File: src/include/vga_sram_cfg.svh
// Video SRAM path configuration
// Bus widths, requester count, hold interval, colour ramp

`ifndef VGA_SRAM_CFG_SVH
`define VGA_SRAM_CFG_SVH

// SRAM geometry
`define VS_ADDR_W       18     // Word address
`define VS_DATA_W       16     // Two pixel indices per word

// Video side
`define VS_COORD_W      10     // Pixel x and y
`define VS_RGB_W        10     // Per colour component

// Processor side
`define VS_NUM_REQ      3      // Fixed priority, lowest index wins
`define VS_HOLD_CYCLES  10     // Lockout after each grant

// Full-brightness ramp, indexed by 2-bit colour field
`define VS_RAMP_0       0
`define VS_RAMP_1       256
`define VS_RAMP_2       512
`define VS_RAMP_3       1023

`endif
File: src/hdl/vga_sram_pkg.sv
// Shared types for the video SRAM path
// Requester request, SRAM bus, pixel index, SRAM word views, capture tag

`include "vga_sram_cfg.svh"

package vga_sram_pkg;

   // One processor requester, req held until granted
   typedef struct packed {
      logic                  req;      // Request level
      logic                  write;    // 1 = write
      logic                  byte_hi;  // Write upper byte, else lower
      logic [`VS_ADDR_W-1:0] addr;
      logic [`VS_DATA_W-1:0] wdata;
   } sram_req_t;

   // Registered SRAM pins, data bus split in/out
   typedef struct packed {
      logic [`VS_ADDR_W-1:0] addr;
      logic                  we_n;     // Write strobe
      logic                  lb_n;     // Lower byte enable
      logic                  ub_n;     // Upper byte enable
      logic                  dq_oe;    // Drive dq_out onto the bus
      logic [`VS_DATA_W-1:0] dq_out;
   } sram_bus_t;

   // One 8-bit pixel index
   typedef struct packed {
      logic [1:0] level;   // Brightness, 3 = full
      logic [1:0] red;
      logic [1:0] green;
      logic [1:0] blue;
   } color_index_t;

   typedef struct packed {
      color_index_t hi;    // Odd x
      color_index_t lo;    // Even x
   } pixel_pair_t;

   // Requesters see raw data, video sees two pixels
   typedef union packed {
      logic [`VS_DATA_W-1:0] raw;
      pixel_pair_t           pix;
   } sram_word_u;

   // Stage 1 setup, consumed by stage 2 one cycle later
   typedef struct packed {
      logic       vid;     // Video read set up
      logic       x_lsb;   // Pixel within the word
      logic [1:0] req_id;  // Granted requester
      logic       rd;      // Requester read set up
   } cap_tag_t;

endpackage

File: src/hdl/vga_sram_top.sv
// Video SRAM path top level
// Port switch, read capture and colour map in a three stage pipeline

`timescale 1ns/1ps
`include "vga_sram_cfg.svh"

module vga_sram_top
   import vga_sram_pkg::*;
(
   input  logic                    clk,
   input  logic                    reset,
   input  logic [`VS_COORD_W-1:0]  pix_x,        // Held two cycles per pixel
   input  logic [`VS_COORD_W-1:0]  pix_y,
   input  sram_req_t               req [`VS_NUM_REQ],
   output logic [`VS_NUM_REQ-1:0]  grant,
   output logic [`VS_DATA_W-1:0]   rd_data [`VS_NUM_REQ],
   output logic [`VS_NUM_REQ-1:0]  rd_valid,
   output sram_bus_t               sram,
   input  logic [`VS_DATA_W-1:0]   sram_dq_in,
   output logic [`VS_RGB_W-1:0]    pix_r,
   output logic [`VS_RGB_W-1:0]    pix_g,
   output logic [`VS_RGB_W-1:0]    pix_b,
   output logic                    pix_valid
);

   cap_tag_t   tag;        // Stage 1 to 2
   sram_word_u vid_word;   // Stage 2 to 3
   logic       vid_x_lsb;
   logic       vid_valid;

   sram_port_switch u_switch (
      .clk        (clk),
      .reset      (reset),
      .pix_x      (pix_x),
      .pix_y      (pix_y),
      .req        (req),
      .sram       (sram),
      .grant      (grant),
      .tag        (tag)
   );

   sram_read_capture u_capture (
      .clk        (clk),
      .reset      (reset),
      .tag        (tag),
      .sram_dq_in (sram_dq_in),
      .rd_data    (rd_data),
      .rd_valid   (rd_valid),
      .vid_word   (vid_word),
      .vid_x_lsb  (vid_x_lsb),
      .vid_valid  (vid_valid)
   );

   pixel_color_map u_color_map (
      .clk        (clk),
      .reset      (reset),
      .vid_word   (vid_word),
      .vid_x_lsb  (vid_x_lsb),
      .vid_valid  (vid_valid),
      .pix_r      (pix_r),
      .pix_g      (pix_g),
      .pix_b      (pix_b),
      .pix_valid  (pix_valid)
   );

endmodule

File: src/hdl/pixel_color_map.sv
// Stage 3 of the video SRAM path
// Pixel byte select and ramp colour map to registered 10-bit RGB

`timescale 1ns/1ps
`include "vga_sram_cfg.svh"

module pixel_color_map
   import vga_sram_pkg::*;
(
   input  logic                  clk,
   input  logic                  reset,
   input  sram_word_u            vid_word,
   input  logic                  vid_x_lsb,
   input  logic                  vid_valid,
   output logic [`VS_RGB_W-1:0]  pix_r,
   output logic [`VS_RGB_W-1:0]  pix_g,
   output logic [`VS_RGB_W-1:0]  pix_b,
   output logic                  pix_valid
);

   color_index_t index;

   // Ramp value for a 2-bit field, dimmed by brightness level
   function automatic logic [`VS_RGB_W-1:0] ramp(input logic [1:0] sel,
                                                 input logic [1:0] level);
      logic [`VS_RGB_W-1:0] full;
      case (sel)
         2'd0:    full = `VS_RGB_W'(`VS_RAMP_0);
         2'd1:    full = `VS_RGB_W'(`VS_RAMP_1);
         2'd2:    full = `VS_RGB_W'(`VS_RAMP_2);
         default: full = `VS_RGB_W'(`VS_RAMP_3);
      endcase
      return full >> (2'd3 - level);   // Level 3 unshifted, level 0 by 3
   endfunction

   // Odd x sits in the upper byte
   assign index = vid_x_lsb ? vid_word.pix.hi : vid_word.pix.lo;

   //////////////////////////////////////////////////
   // Output registers
   //////////////////////////////////////////////////
   always_ff @(posedge clk or negedge reset)
   begin
      if (!reset)
         pix_valid <= 1'b0;
      else
         pix_valid <= vid_valid;   // One in every two cycles
   end

   // Colour only moves on a fresh video word
   always_ff @(posedge clk)
   begin
      if (vid_valid)
      begin
         pix_r <= ramp(index.red,   index.level);
         pix_g <= ramp(index.green, index.level);
         pix_b <= ramp(index.blue,  index.level);
      end
   end

endmodule

File: src/hdl/sram_read_capture.sv
// Stage 2 of the video SRAM path
// Latches SRAM read data into requester registers or the video word,
// with the matching valid pulse

`timescale 1ns/1ps
`include "vga_sram_cfg.svh"

module sram_read_capture
   import vga_sram_pkg::*;
(
   input  logic                    clk,
   input  logic                    reset,
   input  cap_tag_t                tag,
   input  logic [`VS_DATA_W-1:0]   sram_dq_in,
   output logic [`VS_DATA_W-1:0]   rd_data [`VS_NUM_REQ],
   output logic [`VS_NUM_REQ-1:0]  rd_valid,
   output sram_word_u              vid_word,
   output logic                    vid_x_lsb,
   output logic                    vid_valid
);

   //////////////////////////////////////////////////
   // Valid pulses
   //////////////////////////////////////////////////
   always_ff @(posedge clk or negedge reset)
   begin
      if (!reset)
      begin
         rd_valid  <= '0;
         vid_valid <= 1'b0;
      end
      else
      begin
         vid_valid <= tag.vid;
         for (int i = 0; i < `VS_NUM_REQ; i++)
            rd_valid[i] <= tag.rd && (tag.req_id == 2'(i));
      end
   end

   //////////////////////////////////////////////////
   // Data registers
   //////////////////////////////////////////////////
   // SRAM answers within the setup cycle, sample at its end
   always_ff @(posedge clk)
   begin
      if (tag.vid)
      begin
         vid_word.raw <= sram_dq_in;
         vid_x_lsb    <= tag.x_lsb;   // Travels with its word
      end
      if (tag.rd)
         rd_data[tag.req_id] <= sram_dq_in;   // Held until next read
   end

   // Video and processor setups alternate, so captures never overlap
   a_valid_excl: assert property (@(posedge clk) disable iff (!reset)
      !((|rd_valid) && vid_valid));

endmodule

File: src/hdl/sram_port_switch.sv
// Stage 1 of the video SRAM path
// Phase toggle, video/processor interleave, fixed priority with hold
// counters, registered SRAM bus, grant pulses and capture tag

`timescale 1ns/1ps
`include "vga_sram_cfg.svh"

module sram_port_switch
   import vga_sram_pkg::*;
(
   input  logic                    clk,
   input  logic                    reset,
   input  logic [`VS_COORD_W-1:0]  pix_x,
   input  logic [`VS_COORD_W-1:0]  pix_y,
   input  sram_req_t               req [`VS_NUM_REQ],
   output sram_bus_t               sram,
   output logic [`VS_NUM_REQ-1:0]  grant,
   output cap_tag_t                tag
);

   localparam int HOLD_W = $clog2(`VS_HOLD_CYCLES + 1);

   logic                    phase;        // 0 = video setup, 1 = processor setup
   logic [HOLD_W-1:0]       hold [`VS_NUM_REQ];
   logic [`VS_NUM_REQ-1:0]  eligible;
   logic [`VS_NUM_REQ-1:0]  grant_nxt;
   logic [1:0]              sel_id;
   sram_req_t               sel_req;

   //////////////////////////////////////////////////
   // Requester selection
   //////////////////////////////////////////////////
   always_comb
   begin
      for (int i = 0; i < `VS_NUM_REQ; i++)
         eligible[i] = req[i].req && (hold[i] == '0);
   end

   // Walk down so the lowest index wins
   always_comb
   begin
      grant_nxt = '0;
      sel_id    = '0;
      for (int i = `VS_NUM_REQ - 1; i >= 0; i--)
      begin
         if (phase && eligible[i])
         begin
            grant_nxt    = '0;
            grant_nxt[i] = 1'b1;
            sel_id       = 2'(i);
         end
      end
   end

   assign sel_req = req[sel_id];

   //////////////////////////////////////////////////
   // Phase, hold counters, bus register
   //////////////////////////////////////////////////
   always_ff @(posedge clk or negedge reset)
   begin
      if (!reset)
      begin
         phase <= 1'b0;
         grant <= '0;
         tag   <= '0;
         sram  <= '{addr: '0, we_n: 1'b1, lb_n: 1'b0, ub_n: 1'b0,
                    dq_oe: 1'b0, dq_out: '0};
         for (int i = 0; i < `VS_NUM_REQ; i++)
            hold[i] <= '0;
      end
      else
      begin
         phase <= ~phase;
         grant <= grant_nxt;      // Aligned with the registered bus

         // Lockout runs 1..HOLD then clears, reloaded on grant
         for (int i = 0; i < `VS_NUM_REQ; i++)
         begin
            if (hold[i] == HOLD_W'(`VS_HOLD_CYCLES))
               hold[i] <= '0;
            else if (hold[i] != '0)
               hold[i] <= hold[i] + 1'b1;
            if (grant_nxt[i])
               hold[i] <= HOLD_W'(1);
         end

         tag.vid    <= ~phase;
         tag.x_lsb  <= pix_x[0];
         tag.req_id <= sel_id;
         tag.rd     <= (|grant_nxt) && !sel_req.write;

         // Default is a read, both bytes, bus released
         sram.we_n  <= 1'b1;
         sram.lb_n  <= 1'b0;
         sram.ub_n  <= 1'b0;
         sram.dq_oe <= 1'b0;
         if (!phase)
            sram.addr <= {pix_y[8:0], pix_x[9:1]};   // Row above word column
         else if (|grant_nxt)
         begin
            sram.addr <= sel_req.addr;
            if (sel_req.write)
            begin
               sram.we_n   <= 1'b0;
               sram.dq_oe  <= 1'b1;
               sram.dq_out <= sel_req.wdata;
               sram.lb_n   <= sel_req.byte_hi;       // Mask the other byte
               sram.ub_n   <= ~sel_req.byte_hi;
            end
         end
         // Idle processor cycle keeps the last address
      end
   end

   // Never two requesters on the bus at once
   a_grant_onehot: assert property (@(posedge clk) disable iff (!reset)
      $onehot0(grant));

   // Writes only come out of a processor setup
   a_write_phase: assert property (@(posedge clk) disable iff (!reset)
      !sram.we_n |-> $past(phase));

endmodule

File: config.mk
export PLATFORM = sky130hd
export DESIGN_NAME = vga_sram_top
export DESIGN_NICKNAME = d
export VERILOG_FILES = /design/src/hdl/vga_sram_pkg.sv /design/src/hdl/vga_sram_top.sv /design/src/hdl/pixel_color_map.sv /design/src/hdl/sram_read_capture.sv /design/src/hdl/sram_port_switch.sv
export VERILOG_INCLUDE_DIRS = /design/src /design/src/include
export SDC_FILE = /design/constraint.sdc
export NUM_CORES = 1
export LEC_CHECK = 0
export BUFFER_PORTS_ARGS = -buffer_cell sky130_fd_sc_hd__buf_2
export CORE_UTILIZATION = 40
export CTS_BUF_LIST = sky130_fd_sc_hd__clkbuf_16
export CTS_CLUSTER_DIAMETER = 120
export DETAILED_ROUTE_END_ITERATION = 8
export MAX_ROUTING_LAYER = met4
export PLACE_DENSITY_LB_ADDON = 0.15
export SYNTH_ARGS = -nofsm -noshare
export SYNTH_HDL_FRONTEND = slang
export SYNTH_HIERARCHICAL = 1
export SYNTH_SLANG_ARGS = --single-unit
export TNS_END_PERCENT = 1
File: constraint.sdc
create_clock -name clk -period 3.1 [get_ports clk]
set_input_delay 0.62 -clock clk [delete_from_list [all_inputs] [get_ports clk]]
set_output_delay 0.62 -clock clk [all_outputs]
set_load 0.1 [all_outputs]
==> results of run 1 <==
-- layout make-up --
class                           instances  area [um2]
Timing Repair Buffer                  280        1430
Fill cell                            1331        7000
Sequential cell                       144        4020
Tap cell                              188         235
Antenna cell                            1        2.50
Multi-Input combinational cell        250        1850
Inverter                               14        72.6
Clock buffer                           18         450
Clock inverter                         14        85.1
-- flip-flops by register name (all words and copies together) (netlist names) --
signal,count
u_color_map/pix_g,6
u_capture/vid_valid,1
u_color_map/pix_r,6
u_color_map/pix_valid,1
u_capture/rd_valid,3
u_switch/grant,2
u_capture/vid_word,16
u_switch/tag,3
u_color_map/pix_b,6
u_switch/phase,1
u_capture/vid_x_lsb,1
u_switch/sram,38
u_switch/hold,12
u_capture/rd_data,48
-- logic make-up (layout without fill, tap and decap cells) --
family / count (synthesis) / in the layout / synth area share, %
other: 0 / 1 / 0
XOR/XNOR: 1 / 1 / 0.141
AO/OA/AOI/OAI: 121 / 121 / 14.4
flip-flops: 144 / 144 / 64.8
multiplexers: 34 / 34 / 6.80
buffers and inverters: 53 / 326 / 5.41
AND/OR/NAND/NOR: 85 / 85 / 6.62
adder cells (fa/ha/maj): 9 / 9 / 1.82
-- metrics by stage --
| stage | util [%] | hold WS (ns) | setup WS (ns) |
|---|---|---|---|
| after floorplan | - | 0.324 | 0.859 |
| after global placement | 50.2 | 0.420 | 0.529 |
| after detailed placement | 50.2 | 0.427 | 0.417 |
| after CTS | 53.8 | 0.140 | 0.398 |
| after global routing | 53.8 | 0.146 | 0.0860 |
| final | 53.8 | 0.141 | 0.377 |
-- path summary, 6_finish.rpt --
path | slack [ns] | startpoint | depth (start not counted) | end
worst min register to register | 0.43 | u_switch/tag[3] | 0 | u_capture/vid_x_lsb
min in group clk | 0.31 | pix_x[0] | 1 | u_switch/tag[3]
worst max-delay path | 0.38 | u_switch/hold[4] | 8 | u_switch/sram[36]
max in group asynchronous | 2.25 | reset | 2 | u_switch/hold[3]
worst min-delay path | 0.14 | reset | 1 | u_switch/sram[28]
worst max register to register | 0.38 | u_switch/hold[4] | 8 | u_switch/sram[36]
-- metal layers --
| layer | part of all wire, % | up-vias | track usage (%) |
|---|---|---|---|
| li1 | - | 2215 | - |
| met5 | 0 | - | - |
| met4 | 2.9 | 0 | 9.85 |
| met3 | 5.9 | 35 | 5.53 |
| met2 | 51 | 218 | 37.6 |
| met1 | 40 | 2193 | 24.1 |
-- synth_stat cells, types with 3 or more instances --
cell / instances
edfxtp_1: 83
dfrtp_1: 60
nor2_1: 49
o22ai_1: 31
a21oi_1: 20
buf_4: 17
a2bb2oi_1: 16
mux2_4: 13
o21ai_0: 13
inv_1: 12
clkbuf_1: 11
a221o_1: 10
mux2_2: 10
mux2i_1: 10
a221oi_1: 9
ha_1: 9
o221a_2: 8
nand2_1: 7
nand3_1: 6
nor2b_1: 6
buf_2: 4
a211oi_1: 3
and3_1: 3
and3b_1: 3
buf_1: 3
-- power by group through the flow --
stage                     clock network (W)  logic (W)  registers [W]
final                               0.00185    0.00326        0.00252
after global routing                0.00198    0.00342        0.00256
after CTS                           0.00189    0.00326        0.00252
after detailed placement                  0    0.00327        0.00255
after global placement                    0    0.00318        0.00254
after floorplan                           0    0.00129        0.00390
-- critical path, cell delays in order (launching register included) --
cell,delay (ns)
dfrtp_1,0.42
inv_1,0.12
ha_1,0.25
nand4b_1,0.22
o211ai_2,0.92
buf_4,0.29
o22ai_1,0.08
a21oi_1,0.17
o221a_2,0.18
==> impl_metrics.toml, run 1 <==
[layout]
final_common_cell = "buf_2"
fin_cells = 909
fin_area_um2 = 8150
syn2layout_area_growth_pct = 31.4
mostFrequentLayoutCells = "270 x buf_2, 83 x edfxtp_1, 60 x dfrtp_1"
finish.net_count = 865
drive_above_1_share_pct = 49.0

[route]
drc_errors = 0
routed_wl_mm = 16.3
drt_iter0_markers = 264
wl_per_cell_um = 18.0
vias = 4661
drtAntennaViolNets = 0
vias_per_cell = 5.13
drt_first_pass_iters = 4

[synthesis]
ys_ff_latch = 144
synth_cell_types = 51
synth.top_cell.area_share_pct = 40.2
seq_area_frac_synth_pct = 64.8
synth_edf_count = 83
synthesis.area_um2 = 6200
syn_nets = 605
syn_area_per_cell_um2 = 13.9
synth.area.top_cells = "edfxtp_1 40%, dfrtp_1 24%, mux2_4 3.1%"
ys.flop_type = "edfxtp_1"
yosysTopAreaCell = "edfxtp_1"
async_reset_ff_share_pct = 42.4
ys_warn_count = 6
synth_cells = 447

[clock_tree]
numCtsBuffers = 17
cts_max_level = 4
clkTransAtPathRegs_ns = 0.06
holdBufCountCts = 0
clockRootBuffer = "clkbuf_16"
insertion_delay_ns = 0.42
cts_sinks = 144
cts_tree = "done"
post_cts_buffers = 0
cts-resized-gates = 0
ctsLongestPathBuffers = 2

[place]
hpwl_mm = 12.3
placed_cells = 876
placed_area_um2 = 7610
gp_congestion = 0.895
port_buffers = 270

[timing]
setup_viol = 0
fin_crit_ns = 2.72
final.setup.tns_ns = 0
finalMaxSlewViolations = 0
final-hold-violation-count = 0
clock_skew_ns = 0.00552
finalCritPeriodShare_pct = 87.8
worstMarginPinSlew_ns = 1.12
rsz0062_at_grt = "no"
fmax_mhz = 367
slew_headroom_pct = 25.1

[pwr]
p_sw_w = 0.00336
comb_power_share_pct = 42.7
totalPowerFinal_w = 0.00762
p_leak_nw = 3.76
p_sw_share_pct = 44.0
seqPwrFrac_pct = 33.1
clkPwrFrac_pct = 24.2
intPower_w = 0.00427
max-vdd-ir-drop_v = 0.000608
p_per_area_nw_per_um2 = 936

[setup_path]
worst-path-max-fanout = 24
cp_data_required_time_ns = 3.46
path_class = "flop to flop"
end_kind = "flop"
start_kind = "flop"
cp.arrival_ns = 3.09

[status]
run_status = "completed"

[floorplanning]
die_width_um = 127
coreArea_um2 = 15100
ios = 272
dieArea_um2 = 16000
rows = 45
die_y_um = 127
initial_utilization_pct = 40.9

[grt]
grt_pass1_vias = 4688
grt_util_all_layers_pct = 21.9
grt-ovfl-total = 0
grt_max_degree = 50
antenna_found_initial = 0
grt_pass1_wl_mm = 25.2

[run]
cap_violations = 0

[worst_hold_path]
worstHoldPathType = "primary input to async pin"
No activity file was read; power rests on OpenSTA's default activity.
==> run 2, diff against run 1 <==
--- a/config.mk
+++ b/config.mk
@@ -7,6 +7,7 @@
 export NUM_CORES = 1
 export LEC_CHECK = 0
 export BUFFER_PORTS_ARGS = -buffer_cell sky130_fd_sc_hd__buf_2
+export CORE_ASPECT_RATIO = 1.2
 export CORE_UTILIZATION = 40
 export CTS_BUF_LIST = sky130_fd_sc_hd__clkbuf_16
 export CTS_CLUSTER_DIAMETER = 120
==> impl_metrics.toml, run 2 (same netlist as run 1, synthesis figures left out) <==
[setup_path]
start_kind = "flop"
end_kind = "flop"
path_cells = "inv_1 -> ha_1 -> nand4b_1 -> o211ai_2 -> buf_4 -> o22ai_1 -> a21oi_1 -> o221a_2"
max_stage_delay_ns = 0.93
critPathSlowestCell = "o211ai_2"
path_class = "flop to flop"
cp.arrival_ns = 3.13
worst-path-max-fanout = 23
cp_data_required_time_ns = 3.46

[floorplanning]
die_y_um = 138
die_width_um = 116
dieArea_um2 = 16000
initial_utilization_pct = 41.1
coreArea_um2 = 15100
ios = 272
rows = 49

[timing]
setup_viol = 0
slew_headroom_pct = 24.2
rsz0062_at_grt = "no"
final-hold-violation-count = 0
fin_crit_ns = 2.77
fmax_mhz = 361
worst_slack_ns = 0.326
finalMaxSlewViolations = 0
final.setup.tns_ns = 0
clock_skew_ns = 0.00603
worstMarginPinSlew_ns = 1.13
finalCritPeriodShare_pct = 89.5

[route]
vias = 4767
drt_iter0_markers = 230
drt_first_pass_iters = 4
vias_per_cell = 5.15
drc_errors = 0
routed_wl_mm = 16.8
wl_per_cell_um = 18.2
drtAntennaViolNets = 0

[clock_tree]
insertion_delay_ns = 0.42
holdBufCountCts = 0
cts_sinks = 144
cts_tree = "done"
cts-resized-gates = 0
clkTransAtPathRegs_ns = 0.06
clockRootBuffer = "clkbuf_16"
post_cts_buffers = 0
cts_max_level = 4
ctsLongestPathBuffers = 2
numCtsBuffers = 17

[grt]
grt_util_all_layers_pct = 22.2
antenna_found_initial = 1
grt_max_degree = 45
grt_pass1_vias = 4921
grt-ovfl-total = 0
grt_pass1_wl_mm = 25.3

[layout]
top_register = "u_capture/rd_data"
syn2layout_area_growth_pct = 32.2
mostFrequentLayoutCells = "270 x buf_2, 83 x edfxtp_1, 60 x dfrtp_1"
final_common_cell = "buf_2"
largest_register_ffs = 48
drive_above_1_share_pct = 48.8
finish.net_count = 865
reg.largest.list = "u_capture/rd_data x48, u_switch/sram x38, u_capture/vid_word x16"

[place]
pre_cts_slack_ns = 0.404
gp_congestion = 0.845
port_buffers = 270
hpwl_mm = 12.7

[pwr]
p_sw_share_pct = 43.1
seqPwrFrac_pct = 32.7
comb_power_share_pct = 42.0
max-vdd-ir-drop_v = 0.000629
p_per_area_nw_per_um2 = 940
p_leak_nw = 3.79
intPower_w = 0.00438
clkPwrFrac_pct = 25.3
p_sw_w = 0.00332

[run]
cap_violations = 0

[worst_hold_path]
worstHoldPathType = "primary input to async pin"

[status]
run_status = "completed"
[run 2: cell types whose count changed in the layout (fill, tap and decap cells not counted), sizes merged]
cell and delta:
clkbuf +1, inv +1, clkinv -3, bufinv +1
[run 2: layout make-up]
class | count | area, um2
fill | 1322 | 6880
sequential | 144 | 4020
multi-input combinational | 250 | 1850
timing repair buffer | 280 | 1430
clock buffer | 19 | 475
tap | 204 | 255
clock inverter | 13 | 92.6
inverter | 14 | 72.6
antenna | 1 | 2.50
[run 2: final timing paths]
check | startpoint | endpoint | slack [ns] | cells past startpoint
hold / removal | reset | u_switch/sram[37] | 0.1 | 1
max in group asynchronous | reset | u_switch/sram[19] | 2.24 | 2
hold reg to reg | u_switch/tag[3] | u_capture/vid_x_lsb | 0.44 | 0
min in group clk | pix_x[0] | u_switch/tag[3] | 0.31 | 1
setup reg to reg | u_switch/hold[4] | u_switch/sram[36] | 0.33 | 8
setup / recovery | u_switch/hold[4] | u_switch/sram[36] | 0.33 | 8
[run 2: critical path, delay by kind of cell, from the launching register on]
family	cells	cell delay [ns]
buf+inv	2	0.42
fa+ha+maj	1	0.26
simple gates	1	0.22
compound gates	4	1.39
flops	1	0.42
[run 2: through the flow]
stage | cells | total power, W | utilization [%] | hold WS [ns] | instance area (um2)
floorplan | 447 | 0.00519 | - | 0.324 | 6200
global placement | 892 | 0.00569 | 50.6 | 0.404 | 7630
detailed placement | 892 | 0.00579 | 50.6 | 0.425 | 7630
CTS | 924 | 0.00775 | 54.3 | 0.0966 | 8200
global route | 925 | 0.00806 | 54.4 | 0.105 | 8200
finish | 925 | 0.00771 | 54.4 | 0.0984 | 8200
[run 2: per-layer routing]
layer | global-route usage, % | part of all wire [%] | up-vias
met2 | 37.5 | 52 | 245
met1 | 23.7 | 39 | 2266
met3 | 5.57 | 6.1 | 43
met5 | - | 0 | -
li1 | - | - | 2213
met4 | 11.7 | 3.5 | 0
[run 2: power by group through the flow]
stage | sequential [W] | combinational, W | clock, W
after floorplan | 0.00390 | 0.00129 | 0
after global placement | 0.00253 | 0.00316 | 0
after detailed placement | 0.00255 | 0.00323 | 0
after CTS | 0.00252 | 0.00324 | 0.00200
after global routing | 0.00256 | 0.00342 | 0.00208
final | 0.00252 | 0.00324 | 0.00195
==> run 3, diff against run 2 <==
--- a/config.mk
+++ b/config.mk
@@ -8,6 +8,7 @@
 export LEC_CHECK = 0
 export BUFFER_PORTS_ARGS = -buffer_cell sky130_fd_sc_hd__buf_2
 export CORE_ASPECT_RATIO = 1.2
+export CORE_MARGIN = 2
 export CORE_UTILIZATION = 40
 export CTS_BUF_LIST = sky130_fd_sc_hd__clkbuf_16
 export CTS_CLUSTER_DIAMETER = 120
==> impl_metrics.toml, run 3 (same netlist as run 1, synthesis figures left out) <==
[status]
run_status = "completed"

[clock_tree]
post_cts_buffers = 0
cts-resized-gates = 0
numCtsBuffers = 17
cts_max_level = 4
clkTransAtPathRegs_ns = 0.07
insertion_delay_ns = 0.42
cts_sinks = 144
holdBufCountCts = 0
ctsLongestPathBuffers = 2
cts_tree = "done"
clockRootBuffer = "clkbuf_16"

[setup_path]
cp.depth = 7
critical_path_buf_inv_count = 1
cp_data_required_time_ns = 3.45
reg2reg_slack_ns = 0.28
path_class = "flop to flop"
path_delay_family = "compound AO/OA/AOI/OAI gates"
critPathCapture = "u_switch/sram[32]"
r2r-start = "u_switch/hold[4]"
critPathSlowestCell = "o211ai_2"
end_kind = "flop"
cp.arrival_ns = 3.17
path_cells = "inv_1 -> ha_1 -> nand4b_1 -> o211ai_2 -> o22ai_1 -> a21oi_1 -> o221a_2"
start_kind = "flop"
rr_endpoint = "u_switch/sram[32]"
crit_path_start = "u_switch/hold[4]"
max_stage_delay_ns = 1.03
worst-path-max-fanout = 28
worst-r2r-cell-count = 7

[route]
vias_per_cell = 5.07
drt_first_pass_iters = 4
wl_per_cell_um = 17.7
routed_wl_mm = 16.4
drt_iter0_markers = 223
drtAntennaViolNets = 0
drc_errors = 0
vias = 4677

[place]
hpwl_mm = 12.6
port_buffers = 270
gp_congestion = 0.888

[layout]
syn2layout_area_growth_pct = 32.7
antenna_cells = 0
final_common_cell = "buf_2"
top_register = "u_capture/rd_data"
largest_register_ffs = 48
drive_above_1_share_pct = 48.8
mostFrequentLayoutCells = "270 x buf_2, 83 x edfxtp_1, 60 x dfrtp_1"
reg.largest.list = "u_capture/rd_data x48, u_switch/sram x38, u_capture/vid_word x16"
finish.net_count = 864

[timing]
rsz0062_at_grt = "no"
setup_viol = 0
clock_skew_ns = 0.00922
finalMaxSlewViolations = 0
final.setup.tns_ns = 0
final-hold-violation-count = 0
fmax_mhz = 355
finalCritPeriodShare_pct = 91.0
fin_crit_ns = 2.82
slew_headroom_pct = 14.3
worstMarginPinSlew_ns = 1.28

[grt]
grt_max_degree = 50
grt.busiest_layer = "met2"
grt_pass1_vias = 4831
use_met3_pct = 4.32
grt_pass1_wl_mm = 25.3
antenna_found_initial = 0
grt-ovfl-total = 0
grt_util_all_layers_pct = 20.6
met2_usage_pct = 36.8
use_met1_pct = 22.1

[pwr]
max-vdd-ir-drop_v = 0.000547
p_per_area_nw_per_um2 = 952
p_leak_nw = 3.78
totalPowerFinal_w = 0.00783

[floorplanning]
dieArea_um2 = 16500
initial_utilization_pct = 41.1
rows = 49
die_y_um = 140
die_width_um = 118
ios = 272
coreArea_um2 = 15100

[run]
cap_violations = 0

[worst_hold_path]
worstHoldPathType = "primary input to async pin"
run 3: cell types whose count changed in the layout (fill, tap and decap cells not counted), moves of 2 or more:
cell       delta
bufinv_16     +2
clkinv_2      -2
inv_1         -2
inv_2         -2
inv_4         -2
inv_6         +5
clkbuf_16     -2
run 3: worst reg2reg max path, cell delays in order, from the launching register on:
cell	delay, ns
dfrtp_1	0.42
inv_1	0.11
ha_1	0.26
nand4b_1	0.21
o211ai_2	1.03
o22ai_1	0.26
a21oi_1	0.27
o221a_2	0.21
run 3: how the worst min path moves through the flow:
stage | cells past startpoint | end
detailed placement | 0 | u_capture/vid_x_lsb
global route | 1 | u_switch/sram[35]
finish | 1 | u_switch/sram[35]
global placement | 0 | u_capture/vid_x_lsb
CTS | 1 | u_switch/sram[35]
floorplan | 0 | u_capture/rd_valid[0]
run 3: metal layers:
layer / vias to the layer above / share of wire [%] / wire, um
met1: 2202 / 38 / 6160
met3: 32 / 6.3 / 1020
li1: 2219 / - / -
met2: 224 / 53 / 8700
met4: 0 / 3.0 / 484
met5: - / 0 / 0
run 3: layout make-up:
class                      count  area, um2
timing repair buffer         279       1420
fill                        1340       6860
sequential                   144       4020
tap                          204        255
clock inverter                15        181
multi-input combinational    250       1850
clock buffer                  17        425
inverter                      14       72.6
run 3: where the power goes:
part	internal [W]	leakage (nW)	switching, W	total [W]
registers	0.00232	1.53	0.000205	0.00252
clock network	0.00128	0.296	0.000804	0.00208
logic	0.000883	1.95	0.00234	0.00323
total	0.00448	3.78	0.00335	0.00783
run 3: per-stage QoR:
step | util (%) | hold WS, ns | cells | setup slack, ns | cell area, um2
final | 54.5 | 0.248 | 923 | 0.280 | 8230
after global routing | 54.5 | 0.297 | 923 | 0.00109 | 8230
after CTS | 54.5 | 0.269 | 923 | 0.291 | 8230
after detailed placement | 50.5 | 0.418 | 891 | 0.320 | 7620
after global placement | 50.5 | 0.404 | 891 | 0.474 | 7620
after floorplan | - | 0.324 | 447 | 0.859 | 6200
